===== src/verilog/gw_geometry_pkg.sv =====
package gw_geometry_pkg;

	// one lane word.
	localparam int LANE_W = 64;

	// lanes gathered into one output line.
	localparam int LANES_PER_LINE = 8;

	// lines held in the gateway.
	localparam int N_LINES = 8;

endpackage : gw_geometry_pkg


===== src/verilog/gw_types_pkg.sv =====
package gw_types_pkg;

	// smallest index width that holds every line.
	localparam int IDX_W = (gw_geometry_pkg::N_LINES > 1) ?
		$clog2(gw_geometry_pkg::N_LINES) : 1;

	// one word as carried by a single lane.
	typedef logic [gw_geometry_pkg::LANE_W-1:0] lane_t;

	// a full output line; element 0 is lane 0 and sits in the low bits.
	typedef lane_t [gw_geometry_pkg::LANES_PER_LINE-1:0] line_t;

	// position in the cyclic line order.
	typedef logic [IDX_W-1:0] line_idx_t;

endpackage : gw_types_pkg


===== src/verilog/lane_capture.sv =====
module lane_capture #(
	parameter int LANES_PER_LINE = gw_geometry_pkg::LANES_PER_LINE
) (
	input  logic                                             aclk,
	input  logic                                             arst_n,
	input  logic [LANES_PER_LINE*gw_geometry_pkg::LANE_W-1:0] tdata,
	input  logic [LANES_PER_LINE-1:0]                        tvalid,
	input  logic                                             line_release,
	output logic [LANES_PER_LINE-1:0]                        tready,
	output gw_types_pkg::line_t                              line_data,
	output logic                                             line_full
);

	localparam int W = gw_geometry_pkg::LANE_W;

	gw_types_pkg::lane_t slot [LANES_PER_LINE];
	logic [LANES_PER_LINE-1:0] filled;
	logic [LANES_PER_LINE-1:0] accept;

	// ****************************************
	// per-slot capture
	// ****************************************

	generate
		for (genvar i = 0; i < LANES_PER_LINE; i++) begin : g_slot

			// handshake only while the slot is empty.
			assign accept[i] = tvalid[i] & ~filled[i];
			assign tready[i] = ~filled[i];

			always_ff @(posedge aclk or negedge arst_n) begin
				if (!arst_n) begin
					filled[i] <= 1'b0;
				end else if (line_release) begin
					filled[i] <= 1'b0; // release has priority.
				end else if (accept[i]) begin
					filled[i] <= 1'b1;
				end
			end

			// word storage.
			always_ff @(posedge aclk) begin
				if (accept[i]) begin
					slot[i] <= tdata[i*W +: W];
				end
			end

		end
	endgenerate

	// ****************************************
	// line view
	// ****************************************

	// complete once every slot holds a word.
	assign line_full = &filled;

	always_comb begin
		line_data = '0; // unused upper lanes stay zero.
		for (int i = 0; i < LANES_PER_LINE; i++) begin
			line_data[i] = slot[i];
		end
	end

endmodule : lane_capture


===== config.mk =====
export PLATFORM = sky130hd
export DESIGN_NAME = lane_capture
export DESIGN_NICKNAME = d
export VERILOG_FILES = /design/src/verilog/gw_geometry_pkg.sv /design/src/verilog/gw_types_pkg.sv /design/src/verilog/lane_capture.sv
export SDC_FILE = /design/constraint.sdc
export NUM_CORES = 1
export LEC_CHECK = 0
export BUFFER_PORTS_ARGS = -buffer_cell sky130_fd_sc_hd__buf_2
export CAP_MARGIN = 20
export CORE_AREA = 2 2 405 407
export CTS_CLUSTER_DIAMETER = 150
export DETAILED_ROUTE_END_ITERATION = 12
export DIE_AREA = 0 0 407 409
export GPL_TIMING_DRIVEN = 0
export SYNTH_ARGS = -nofsm -noshare
export SYNTH_HDL_FRONTEND = slang
export SYNTH_SLANG_ARGS = --single-unit

===== constraint.sdc =====
create_clock -name aclk -period 3.86 [get_ports aclk]
set_input_delay 0.386 -clock aclk [delete_from_list [all_inputs] [get_ports aclk]]
set_output_delay 0.386 -clock aclk [all_outputs]
set_load 0.02 [all_outputs]

==> out/results.txt <==
TritonCTS clock tree = done
PwrDens = 489 nW/um^2
Reg2reg start = filled[3]
Unrepaired setup endpoints after global routing = false
P_leak = 12.6 nW
WL per Instance = 28.4 microns
Switching Share = 26.6%
Leading post-synthesis cells by cell area = edfxtp_1 98%, dfrtp_1 1.3%, nor2_1 0.41%, nor2b_1 0.20%, inv_1 0.19%
ANT nets after route = 0
Sequential group share of total power = 43.1%
Clock Skews = 0.0340 ns
CTS root buf = clkbuf_16
Flops & latches, synth = 520
Cell area after synthesis = 15700 sq um
Vias in the first global route = 14300
Antenna violations before repair = 149
GRT Total Usage = 14.7%
Tcrit/Tclk final = 62.6%
Largest net degree at the start of global routing = 54
Cts repair resizes = 0
CTS buffer count = 71
Die height = 409 microns
Hold Crit Class = in2reg
Iteration-0 DRC Markers = 1027
DR pass1 iterations = 5
Sequential-to-total area share from yosys stat = 98.9%
Final WS setup = 1.44 ns
Crit path capture type = output pin
Final hold viol count = 0
Final Max Slew Viols = 0
Final HPWL DP = 108000 microns
Hold path startpoint = line_release
I/O pin total = 1044
Worst reg2reg path depth = 3
Crit path largest cell delay = 0.49 ns
NumNets Final = 2729
Met3 Use GR = 13.4%
Worst R2R End = slot[0][205]
Placed cell areas = 24000 sq um
Clk slew on worst S/H paths = 0.06 ns
DR vias = 13600
Clock latency on the worst-skew pair = 0.68 ns
Warnings from Yosys = 0
Met1 usage = 13.5%
Critical Path RT = 3.47 ns
GRT overflow = 0
Avg Vias per Cell = 3.04
CP cell instances = nand4_1 -> nor2_1 -> buf_2
Hold Path End = filled[3]
First-pass GRT wire length = 153000 microns
Die W = 407 microns
Synth area leader = edfxtp_1
Distinct cells, synth = 9
DRC = 0
I/O Buffers = 1042
VDD IR max = 302 uV
Syn Area/Cell = 28.3 sq um
Pint = 0.0114 W
Number of H-tree levels = 3
Rel. slew slack = 47.3%
Fillers = 17600
Initial core utilization = 9.72%
Worst-case clock buffer depth = 3
Rows = 148
Syn Inst Count = 556
Crit path kind = reg2out
Switching pwr = 0.00411 W
Syn_nets = 1079
Setup-failing EPs final = 0
Tmin final = 2.42 ns
R2R Setup Slk = 1.96 ns
Combinational share of power = 12.9%
Clock share of power = 44.0%
Fmax = 0.414 GHz
Share of layout cells above drive strength 1 = 52.0%
Max-cap viol count = 0
Status = complete, no violations
WL final = 127000 microns
Worst path slowest cell = dfrtp_1
Synth top area share = 97.7%
Core area = 162000 sq um
Met2 Usage GRT = 23.7%
Grt peak-use layer = met2
Worst slack at placement = 1.86 ns
WHS Path Cells = 2
CP Max Fanout = 4
Gpl congestion = 0.903
Crit path launch type = register
Design area = 31700 sq um
P&R area growth vs syn = 101%
Critical path origin = filled[4]
Critical Path AT = 2.03 ns
Clock Sinks = 520
Total die area = 166000 sq um
Worst slew pin tran = 0.790 ns
metal layers:
layer | part of all wire (%) | up-vias
li1 | - | 5606
met1 | 31 | 6535
met2 | 45 | 1047
met3 | 20 | 365
met4 | 3.6 | 12
met5 | 0.069 | -
state kept, by name, indices dropped and copies added, names as in the netlist:
register  cells
slot        512
filled        8
worst max-delay path, delay by kind of cell, from the launching register on:
| family | cells | cell delay [ns] |
|---|---|---|
| and+or+nand+nor | 2 | 0.58 |
| DFF | 1 | 0.49 |
| buffers and inverters | 1 | 0.27 |
per-stage QoR:
step / cells / utilization (%) / hold slack, ns / TNS (ns) / power, W
6_report: 4468 / 19.5 / 0.166 / 0 / 0.0155
4_1_cts: 4436 / 19.5 / 0.132 / 0 / 0.0158
5_1_grt: 4448 / 19.5 / 0.156 / 0 / 0.0161
3_5_place_dp: 3787 / 14.8 / 0.415 / 0 / 0.00825
3_3_place_gp: 3773 / 14.6 / 0.411 / -785.56 / 0.00823
2_1_floorplan: 556 / - / 0.0904 / 0 / 0.00731
area by class of cell:
type	count	area (sq um)	area share [%]
clock buffer	82	1850	5.84
tap	2175	2720	8.59
timing repair buffer	1577	10700	33.9
multi-input combinational	27	174	0.549
buffer	1	5.00	0.0158
inverter	8	30.0	0.0948
antenna	32	80.1	0.253
clock inverter	46	507	1.60
sequential	520	15600	49.2
power by group through the flow:
| stage | Sequential [W] | Clock, W | Combinational (W) |
|---|---|---|---|
| after detailed placement | 0.00678 | 0 | 0.00147 |
| after global routing | 0.00670 | 0.00724 | 0.00212 |
| after floorplan | 0.00719 | 0 | 0.000116 |
| after global placement | 0.00682 | 0 | 0.00141 |
| after CTS | 0.00667 | 0.00709 | 0.00203 |
| final | 0.00667 | 0.00681 | 0.00199 |
worst max path at each step:
stage | to | slack, ns | cells past startpoint
2_1_floorplan | slot[0][128] | 0.11 | 1
3_3_place_gp | slot[0][134] | -3.32 | 2
3_5_place_dp | slot[0][212] | 1.86 | 4
4_1_cts | line_full | 1.30 | 3
5_1_grt | line_full | 1.31 | 3
6_report | line_full | 1.44 | 3
cells in the mapped netlist (all sizes together):
cell and n:
nand4 2, nor2 17, dfrtp 8, edfxtp 512
buf 1, and2b 3, nor2b 5, inv 8
logic make-up (layout without fill, tap and decap cells):
group / count (synthesis) / after routing / synth area share [%]
flops: 520 / 520 / 98.9
buf+inv: 9 / 1714 / 0.223
simple gates: 27 / 27 / 0.835
other cells: 0 / 32 / 0
cell usage in the layout (no fill, tap or decap):
cell / synthesis / routed
and2b_4: 0 / 2
buf_2: 1 / 1043
inv_16: 0 / 2
clkinv_8: 0 / 1
nand4_1: 2 / 2
dfrtp_1: 8 / 8
inv_1: 8 / 8
bufinv_16: 0 / 8
clkinvlp_4: 0 / 6
buf_16: 0 / 3
and2b_2: 1 / 1
clkbuf_1: 0 / 9
clkinv_4: 0 / 2
buf_12: 0 / 11
edfxtp_1: 512 / 512
diode_2: 0 / 32
dlygate4sd3_1: 0 / 521
nor2b_4: 0 / 5
inv_6: 0 / 6
clkinv_2: 0 / 13
clkbuf_8: 0 / 1
nor2_1: 17 / 17
clkbuf_16: 0 / 72
clkinv_1: 0 / 8
timing repair:
item / CTS / global route
setup buffers: 0 / 0
endpoints found under the hold margin: 528 / 0
hold buffers: 521 / 0
No activity file was read; power rests on OpenSTA's default activity.
